==> config.mk <==
export PLATFORM = sky130hd
export DESIGN_NAME = macUnit
export DESIGN_NICKNAME = d
export VERILOG_FILES = /design/src/verilog/macPkg.sv /design/src/verilog/boothRow.sv /design/src/verilog/macCore.sv /design/src/verilog/macAccumRegs.sv /design/src/verilog/macFlowCtrl.sv /design/src/verilog/macUnit.sv
export SDC_FILE = /design/constraint.sdc
export NUM_CORES = 1
export LEC_CHECK = 0
export BUFFER_PORTS_ARGS = -buffer_cell sky130_fd_sc_hd__buf_2
export CELL_PAD_IN_SITES_DETAIL_PLACEMENT = 1
export CELL_PAD_IN_SITES_GLOBAL_PLACEMENT = 2
export CORE_ASPECT_RATIO = 0.5
export CORE_MARGIN = 2
export CORE_UTILIZATION = 35
export CTS_BUF_LIST = sky130_fd_sc_hd__clkbuf_16
export CTS_CLUSTER_SIZE = 30
export DETAILED_ROUTE_END_ITERATION = 7
export GPL_TIMING_DRIVEN = 1
export HOLD_SLACK_MARGIN = 0.1
export PLACE_DENSITY_LB_ADDON = 0.1
export RECOVER_POWER = 50
export SYNTH_ARGS = -nofsm -noshare
export SYNTH_HDL_FRONTEND = slang
export SYNTH_SLANG_ARGS = --single-unit
export TNS_END_PERCENT = 30
==> constraint.sdc <==
create_clock -name clk -period 25.3 [get_ports clk]
set_clock_uncertainty 0.05 [all_clocks]
set_input_delay 1.265 -clock clk [delete_from_list [all_inputs] [get_ports clk]]
set_output_delay 1.265 -clock clk [all_outputs]
set_load 0.02 [all_outputs]
==> src/verilog/macPkg.sv <==
// MAC shared definitions

package macPkg;

  // Operand and accumulator widths.
  typedef logic [15:0] operandT;     // an X or Y operand, and the MR0 part.
  typedef logic [39:0] accT;         // full accumulator and result value.
  typedef logic [7:0]  mr2T;         // guard bits above MR1.
  typedef logic [15:0] mr1T;         // upper word of the product area.

  // Operation codes.
  typedef logic [1:0] opcodeT;

  localparam opcodeT OpMul  = 2'd0;  // mr becomes x*y.
  localparam opcodeT OpMac  = 2'd1;  // mr becomes mr + x*y.
  localparam opcodeT OpMsub = 2'd2;  // mr becomes mr - x*y.
  // Code 3 is unassigned and decodes like a plain multiply.

  // Flow control.
  typedef logic [2:0] creditCntT;    // holds credit limits up to 7.

  // Bit where the rounding one goes in, counted on the final result.
  localparam int RoundBit = 15;

endpackage

==> src/verilog/boothRow.sv <==
// Booth partial product row
`timescale 1ns/100ps

module boothRow (
  input  macPkg::operandT x,
  input  logic            xUnsigned,
  input  logic [2:0]      digit,
  input  logic            negate,
  output logic [17:0]     row,
  output logic            carryIn
);

  logic        xSign;
  logic [17:0] xOne;
  logic [17:0] xTwo;
  logic [17:0] mag;
  logic        onePos;
  logic        twoPos;
  logic        oneNeg;
  logic        twoNeg;
  logic        plusOne;
  logic        plusTwo;
  logic        minusOne;
  logic        minusTwo;

  assign xSign = ~xUnsigned & x[15];    // an unsigned x never extends a one.
  assign xOne  = {xSign, xSign, x};
  assign xTwo  = {xSign, x, 1'b0};

  // Radix-4 recoding of the overlapping triplet.
  always_comb begin
    {onePos, twoPos, oneNeg, twoNeg} = 4'b0000;
    case (digit)
      3'b001, 3'b010: onePos = 1'b1;
      3'b011:         twoPos = 1'b1;
      3'b100:         twoNeg = 1'b1;
      3'b101, 3'b110: oneNeg = 1'b1;
      default:        {onePos, twoPos, oneNeg, twoNeg} = 4'b0000;
    endcase
  end

  // A subtract flips the sign of every digit.
  assign plusOne  = negate ? oneNeg : onePos;
  assign plusTwo  = negate ? twoNeg : twoPos;
  assign minusOne = negate ? onePos : oneNeg;
  assign minusTwo = negate ? twoPos : twoNeg;

  assign mag = ({18{plusOne | minusOne}} & xOne) | ({18{plusTwo | minusTwo}} & xTwo);

  // Negative rows leave as the one's complement, the +1 is added in the tree.
  assign carryIn = minusOne | minusTwo;
  assign row     = carryIn ? ~mag : mag;

endmodule

==> src/verilog/macCore.sv <==
// Booth MAC datapath
`timescale 1ns/100ps

module macCore (
  input  macPkg::operandT x,
  input  macPkg::operandT y,
  input  logic            xUnsigned,
  input  logic            yUnsigned,
  input  logic            fracMode,
  input  logic            round,
  input  logic            subtract,
  input  logic            mzero,
  input  logic            biasRound,
  input  macPkg::accT     accIn,
  output macPkg::accT     macOut
);
  import macPkg::*;

  localparam int NumRows  = 8;
  localparam int NumTerms = 12;
  localparam int AccW     = $bits(accT);

  logic [17:0]        rows [NumRows];
  logic [NumRows-1:0] rowCarry;
  logic [16:0]        yExt;
  logic [16:0]        xExt;
  logic               corrSel;
  logic [16:0]        corrRow;
  accT                terms [NumTerms];
  accT                accFeed;
  accT                accTerm;
  accT                rndTerm;
  accT                cinTerm;
  accT                lvl1 [8];
  accT                lvl2 [4];
  accT                sumVec;
  accT                carryVec;
  accT                gLvl [7];
  accT                pLvl [6];
  accT                rawSum;
  accT                shifted;
  logic               lowZero;
  logic               bit16;

  // 3:2 counter on whole vectors, returns {carry, sum}.
  function automatic logic [2*AccW-1:0] csa32(accT a, accT b, accT c);
    accT s;
    accT cy;
    s  = a ^ b ^ c;
    cy = ((a & b) | (b & c) | (c & a)) << 1;
    return {cy, s};
  endfunction

  // 4:2 compressor built from two chained counters.
  function automatic logic [2*AccW-1:0] csa42(accT a, accT b, accT c, accT d);
    logic [2*AccW-1:0] first;
    logic [2*AccW-1:0] second;
    first  = csa32(a, b, c);
    second = csa32(first[AccW-1:0], first[2*AccW-1:AccW], d);
    return second;
  endfunction

  assign yExt = {y, 1'b0};

  for (genvar i = 0; i < NumRows; i++) begin : gRow
    boothRow uRow (
      .x         (x),
      .xUnsigned (xUnsigned),
      .digit     (yExt[2*i+2 -: 3]),
      .negate    (subtract),
      .row       (rows[i]),
      .carryIn   (rowCarry[i])
    );
    assign terms[i] = accT'($signed(rows[i])) << (2 * i);
  end

  // Booth treats y as signed, so an unsigned y with its top bit set needs x*2^16 more.
  assign xExt    = {~xUnsigned & x[15], x};
  assign corrSel = yUnsigned & y[15];
  assign corrRow = corrSel ? (subtract ? ~xExt : xExt) : '0;
  assign terms[8] = accT'($signed(corrRow)) << 16;

  always_comb begin
    cinTerm = '0;
    for (int i = 0; i < NumRows; i++) begin
      cinTerm[2*i] = rowCarry[i];
    end
    cinTerm[16] = corrSel & subtract;    // completes the negated correction row.
  end
  assign terms[9] = cinTerm;

  // In fractional mode mr enters halved, so the final left shift doubles only the product.
  assign accFeed  = mzero ? '0 : accIn;
  assign accTerm  = fracMode ? {accFeed[AccW-1], accFeed[AccW-1:1]} : accFeed;
  assign rndTerm  = round ? (accT'(1) << (fracMode ? RoundBit - 1 : RoundBit)) : '0;
  assign terms[10] = accTerm;
  assign terms[11] = rndTerm;

  for (genvar i = 0; i < 4; i++) begin : gLevel1
    assign {lvl1[2*i+1], lvl1[2*i]} = csa32(terms[3*i], terms[3*i+1], terms[3*i+2]);
  end

  for (genvar i = 0; i < 2; i++) begin : gLevel2
    assign {lvl2[2*i+1], lvl2[2*i]} = csa42(lvl1[4*i], lvl1[4*i+1], lvl1[4*i+2],
                                            lvl1[4*i+3]);
  end

  assign {carryVec, sumVec} = csa42(lvl2[0], lvl2[1], lvl2[2], lvl2[3]);

  // Kogge-Stone carry tree over the final pair.
  assign gLvl[0] = sumVec & carryVec;
  assign pLvl[0] = sumVec ^ carryVec;

  for (genvar k = 0; k < 6; k++) begin : gPrefix
    localparam int Dist = 1 << k;
    assign gLvl[k+1] = gLvl[k] | (pLvl[k] & (gLvl[k] << Dist));
    if (k < 5) begin : gProp
      assign pLvl[k+1] = pLvl[k] & (pLvl[k] << Dist);
    end
  end

  assign rawSum = pLvl[0] ^ (gLvl[6] << 1);

  assign shifted = fracMode ? {rawSum[AccW-2:0], accFeed[0]} : rawSum;

  // Unbiased mode rounds an exact half to even by dropping bit 16.
  assign lowZero = ~|shifted[RoundBit:0];
  assign bit16   = shifted[RoundBit+1] & ~(round & ~biasRound & lowZero);

  assign macOut = {shifted[AccW-1:RoundBit+2], bit16, shifted[RoundBit:0]};

endmodule

==> src/verilog/macAccumRegs.sv <==
// MAC accumulator registers
`timescale 1ns/100ps

module macAccumRegs (
  input  logic           clk,
  input  logic           rst,
  input  logic           issue,
  input  macPkg::opcodeT headOp,
  input  macPkg::accT    macOut,
  output macPkg::accT    accIn,
  output logic           subtract,
  output logic           mzero,
  output macPkg::accT    resMr,
  output logic           resOverflow
);
  import macPkg::*;

  localparam int OvfLsb = 31;    // top of a 32-bit signed result.

  mr2T     mr2;
  mr1T     mr1;
  operandT mr0;
  accT     mrVal;
  logic    nextOverflow;

  always_comb begin
    case (headOp)
      OpMac: begin
        mzero    = 1'b0;
        subtract = 1'b0;
      end
      OpMsub: begin
        mzero    = 1'b0;
        subtract = 1'b1;
      end
      default: begin
        mzero    = 1'b1;         // plain multiply, the spare code included.
        subtract = 1'b0;
      end
    endcase
  end

  assign mrVal = {mr2, mr1, mr0};

  // mr feeds the core only while an operation issues.
  assign accIn = issue ? mrVal : '0;

  // set when the guard bits and bit 31 disagree.
  assign nextOverflow = ~((&macOut[$bits(accT)-1:OvfLsb]) | ~(|macOut[$bits(accT)-1:OvfLsb]));

  always_ff @(posedge clk) begin
    if (rst) begin
      mr2         <= '0;
      mr1         <= '0;
      mr0         <= '0;
      resOverflow <= 1'b0;
    end else if (issue) begin
      {mr2, mr1, mr0} <= macOut;
      resOverflow     <= nextOverflow;
    end
  end

  assign resMr = mrVal;

endmodule

==> src/verilog/macFlowCtrl.sv <==
// MAC credit flow control
`timescale 1ns/100ps

module macFlowCtrl #(
  parameter int InDepth    = 2,
  parameter int OutCredits = 2
) (
  input  logic            clk,
  input  logic            rst,
  input  logic            inValid,
  input  macPkg::operandT x,
  input  macPkg::operandT y,
  input  macPkg::opcodeT  opcode,
  input  logic            xUnsigned,
  input  logic            yUnsigned,
  input  logic            fracMode,
  input  logic            round,
  input  logic            resCredit,
  output macPkg::operandT headX,
  output macPkg::operandT headY,
  output macPkg::opcodeT  headOp,
  output logic            headXu,
  output logic            headYu,
  output logic            headFrac,
  output logic            headRnd,
  output logic            issue,
  output logic            inCredit,
  output logic            resValid
);
  import macPkg::*;

  localparam int EntryW = $bits(opcodeT) + 4 + 2 * $bits(operandT);
  localparam int PtrW   = (InDepth > 1) ? $clog2(InDepth) : 1;
  localparam int CntW   = $clog2(InDepth + 1);

  logic [EntryW-1:0] entries [InDepth];
  logic [PtrW-1:0]   wrPtr;
  logic [PtrW-1:0]   rdPtr;
  logic [CntW-1:0]   qCount;
  creditCntT         outCnt;
  logic              push;

  function automatic logic [PtrW-1:0] nextPtr(logic [PtrW-1:0] ptr);
    return (ptr == PtrW'(InDepth - 1)) ? '0 : ptr + 1'b1;
  endfunction

  assign push  = inValid && (qCount != CntW'(InDepth));    // a push into a full queue is dropped.
  assign issue = (qCount != '0) && (outCnt != '0);

  assign {headOp, headXu, headYu, headFrac, headRnd, headX, headY} = entries[rdPtr];

  always_ff @(posedge clk) begin
    if (push) begin
      entries[wrPtr] <= {opcode, xUnsigned, yUnsigned, fracMode, round, x, y};
    end
  end

  always_ff @(posedge clk) begin
    if (rst) begin
      wrPtr  <= '0;
      rdPtr  <= '0;
      qCount <= '0;
    end else begin
      if (push) wrPtr <= nextPtr(wrPtr);
      if (issue) rdPtr <= nextPtr(rdPtr);
      case ({push, issue})
        2'b10:   qCount <= qCount + 1'b1;
        2'b01:   qCount <= qCount - 1'b1;
        default: qCount <= qCount;
      endcase
    end
  end

  // each issue hands one input credit back and spends one output credit.
  always_ff @(posedge clk) begin
    if (rst) begin
      outCnt   <= creditCntT'(OutCredits);
      resValid <= 1'b0;
      inCredit <= 1'b0;
    end else begin
      resValid <= issue;
      inCredit <= issue;
      case ({issue, resCredit})
        2'b10:   outCnt <= outCnt - 1'b1;
        2'b01:   outCnt <= outCnt + 1'b1;
        default: outCnt <= outCnt;
      endcase
    end
  end

endmodule

==> src/verilog/macUnit.sv <==
// MAC unit top level
`timescale 1ns/100ps

module macUnit #(
  parameter int InDepth    = 2,
  parameter int OutCredits = 2
) (
  input  logic            clk,
  input  logic            rst,
  input  logic            inValid,
  input  macPkg::operandT x,
  input  macPkg::operandT y,
  input  macPkg::opcodeT  opcode,
  input  logic            xUnsigned,
  input  logic            yUnsigned,
  input  logic            fracMode,
  input  logic            round,
  input  logic            biasRound,
  input  logic            resCredit,
  output logic            inCredit,
  output logic            resValid,
  output macPkg::accT     resMr,
  output logic            resOverflow
);
  import macPkg::*;

  operandT headX;
  operandT headY;
  opcodeT  headOp;
  logic    headXu;
  logic    headYu;
  logic    headFrac;
  logic    headRnd;
  logic    issue;
  logic    subtract;
  logic    mzero;
  accT     accIn;
  accT     macOut;

  macFlowCtrl #(
    .InDepth    (InDepth),
    .OutCredits (OutCredits)
  ) uFlow (
    .clk       (clk),
    .rst       (rst),
    .inValid   (inValid),
    .x         (x),
    .y         (y),
    .opcode    (opcode),
    .xUnsigned (xUnsigned),
    .yUnsigned (yUnsigned),
    .fracMode  (fracMode),
    .round     (round),
    .resCredit (resCredit),
    .headX     (headX),
    .headY     (headY),
    .headOp    (headOp),
    .headXu    (headXu),
    .headYu    (headYu),
    .headFrac  (headFrac),
    .headRnd   (headRnd),
    .issue     (issue),
    .inCredit  (inCredit),
    .resValid  (resValid)
  );

  macAccumRegs uAccum (
    .clk         (clk),
    .rst         (rst),
    .issue       (issue),
    .headOp      (headOp),
    .macOut      (macOut),
    .accIn       (accIn),
    .subtract    (subtract),
    .mzero       (mzero),
    .resMr       (resMr),
    .resOverflow (resOverflow)
  );

  macCore uCore (
    .x         (headX),
    .y         (headY),
    .xUnsigned (headXu),
    .yUnsigned (headYu),
    .fracMode  (headFrac),
    .round     (headRnd),
    .subtract  (subtract),
    .mzero     (mzero),
    .biasRound (biasRound),
    .accIn     (accIn),
    .macOut    (macOut)
  );

endmodule

==> flow_summary.toml <==
[outcome]
status = "complete, but fails checks"
violations = "max-capacitance violations, max-slew violations"

[clock_tree]
cts_tree = "yes"
cts-root-buf = "clkbuf_16"
path_clk_slew_ps = 80
clk_latency_ps = 480
hold_buffers = 0
clock_sinks = 126
cts_resized = 0
cts_buffers = 17
cts_buffer_depth = 2
cts_max_level = 4
post_cts.repair.setup_buffers = 0

[floorplanning]
design.core.area_sq_mm = 0.0468
dieArea_sq_mm = 0.0492
die_w_microns = 312
io-pin-count = 86
start_util_pct = 35.4
core.rowCount = 56
die_h_microns = 158

[global_route]
antenna_found_initial = 1
grt_overflow = 0
grt_pass1_wl_mm = 85.3
grt_pass1_vias = 14119
track_usage_pct = 22.9
grt_max_degree = 72

[placed_design]
port-buffer-count = 85
gp_congestion = 0.897
dpl.hpwl_mm = 44.1

[worst_hold_path]
hold_end = "uAccum.mr2[7]"
holdPathStages = 2
holdCritStartpoint = "uAccum.mr2[7]"
hp-class = "flop to flop"

[sta]
fin_crit_sh_pct = 37.5
relSlewSlack_pct = -79.0
fmax_mhz = 105
finalSetupViolations = 0
slew_violations = 52
setup_tns_ps = 0
tightestPinTransition_ps = 2680
rsz0062_at_grt = "false"
finalHoldViolCount = 0
fin_crit_ps = 9490

[logic_synthesis]
synthCells = 1856
ys.flop_type = "edfxtp_1"
synth_most_common_cell = "inv_1"
yosysTopAreaCellShare_pct = 22.8
ys_ff_latch = 126
ys_seq_area_share_pct = 19.8
ys_types = 69
yosysTopAreaCell = "fa_1"
syn-cell-area_sq_mm = 0.0166
yosys_warnings = 0
synthTopCellsByCount = "249 x inv_1, 222 x nand2_1, 189 x fa_1, 151 x xnor2_1, 116 x nor2_1"
syn_nets = 2197
synthArstFlopShare_pct = 0
syn_avg_cell_area_sq_um = 8.93
synth_edf_count = 76
synthTopCellsByArea = "fa_1 23%, edfxtp_1 14%, ha_1 8.2%"

[critical_path]
worstRegToRegCells = 27
r2r_end = "uAccum.resOverflow"
endpoint_kind = "flop"
worstSetupPathType = "flop to flop"
critPathLaunchType = "flop"
path_max_fanout = 43
reg2reg_slack_ps = 15810
critPathRequiredTime_ps = 25490
critPathArrivalTime_ps = 9690

[drt]
firstDrtPassIters = 5
drt-initial-drc-count = 904
wire_per_inst_microns = 21.6
ant_nets = 0
vias = 13627
viasPerCell = 5.36
finalWirelength_mm = 54.9
drc = 0

[final_layout]
drive_gt1_share_pct = 7.00
syn2layout_area_growth_pct = 10.3
num-nets-final = 2229
fillerInstances = 5530

[flow_run]
maxCapViolations = 1
[cell families (layout without fill, tap and decap cells)]
family	Yosys count	after routing	synth area share, %
DFF	126	126	19.8
muxes	44	44	2.83
adders and majority gates	298	298	31.1
xor gates and xnor gates	211	211	11.2
other	0	1	0
AOI/OAI and AO/OA	378	378	15.4
and+or+nand+nor	442	442	11.5
buffers and inverters	357	402	8.25
[worst max-delay path by stage]
stage | startpoint | end | cells past startpoint | slack (ps)
detailed placement | flop | uAccum.resOverflow | 27 | 15870
global placement | flop | uAccum.resOverflow | 27 | 16200
finish | flop | uAccum.resOverflow | 27 | 15810
floorplan | flop | uAccum.resOverflow | 29 | 16650
global route | flop | uAccum.resOverflow | 27 | 15210
CTS | flop | uAccum.resOverflow | 27 | 15840
[stage by stage]
| stage | cell area [sq um] | worst slack (ps) | instances | hold slack (ps) | util, % |
|---|---|---|---|---|---|
| floorplan | 16600 | 16650 | 1856 | 431 | - |
| global placement | 17700 | 16200 | 2507 | 427 | 37.9 |
| detailed placement | 17700 | 15870 | 2507 | 440 | 37.9 |
| CTS | 18400 | 15840 | 2539 | 454 | 39.2 |
| global route | 18300 | 15210 | 2539 | 483 | 39.0 |
| finish | 18300 | 15810 | 2540 | 449 | 39.1 |
[critical path, cell delays in order (launching register included)]
cell and delay [ps]:
dfxtp_2 320, buf_4 560, mux2i_1 280, ha_2 190
buf_4 490, nand3_1 230, o31ai_4 100, buf_4 360
xor2_1 330, fa_1 520, inv_1 270, fa_1 520
fa_1 840, inv_1 280, fa_1 500, fa_1 490
inv_1 40, ha_1 380, and2_1 220, and3_1 210
a221o_1 420, mux2i_1 190, o31ai_1 90, a311oi_1 530
and3b_1 250, nand4_1 100, nor4b_1 330, o41ai_1 110
[registers in the layout, indices dropped and copies added, names as in the netlist, named ones only]
name	flops
uAccum.mr0	16
uAccum.mr1	16
uAccum.mr2	8
uAccum.resOverflow	1
uFlow.entries	76
uFlow.inCredit	1
uFlow.outCnt	3
uFlow.qCount	2
uFlow.rdPtr	1
uFlow.wrPtr	1
[layout by cell type (no fill, tap or decap), types with 6 or more instances in the layout]
cell,Yosys,routed
inv_1,249,248
a21o_1,10,10
a21oi_1,106,106
nand2_1,222,222
o21bai_1,6,6
o22ai_1,8,8
o21ai_1,11,11
fa_1,189,189
mux2i_1,24,23
inv_8,0,6
nor3_1,25,25
clkbuf_1,66,63
a22oi_1,106,106
nand3_1,16,16
dfxtp_1,50,49
buf_4,2,35
edfxtp_1,76,76
a211oi_1,10,10
nand2b_1,11,11
o21ai_0,39,39
nor2_1,116,114
nand4_1,8,8
a311oi_1,26,26
and2_1,6,6
xnor2_1,151,150
xor2_1,60,60
clkbuf_16,0,17
buf_2,15,22
o21a_1,6,6
mux2_2,19,19
ha_1,109,108
o211ai_1,6,6
[routing by layer]
metal  share of wire (%)  vias up  GRT usage, %  wire [microns]
met5                   0        -             0               0
met3                 5.1       38          4.28            2820
li1                    -     6268             -               -
met1                  49     7008          33.1           26800
met4                 1.6        0          5.49             894
met2                  44      313          35.1           24400
[cell type report]
cell class / instances / area [sq um] / area share, %
multi-input combinational: 1373 / 12000 / 65.8
sequential: 126 / 3280 / 18.0
inverter: 250 / 938 / 5.13
tap: 638 / 798 / 4.37
timing repair buffer: 120 / 609 / 3.33
clock buffer: 17 / 425 / 2.33
clock inverter: 15 / 190 / 1.04
antenna: 1 / 2.50 / 0.0137
Power is not shown: default switching activity piles up to over one toggle a cycle in this logic, so the estimate is an artifact.
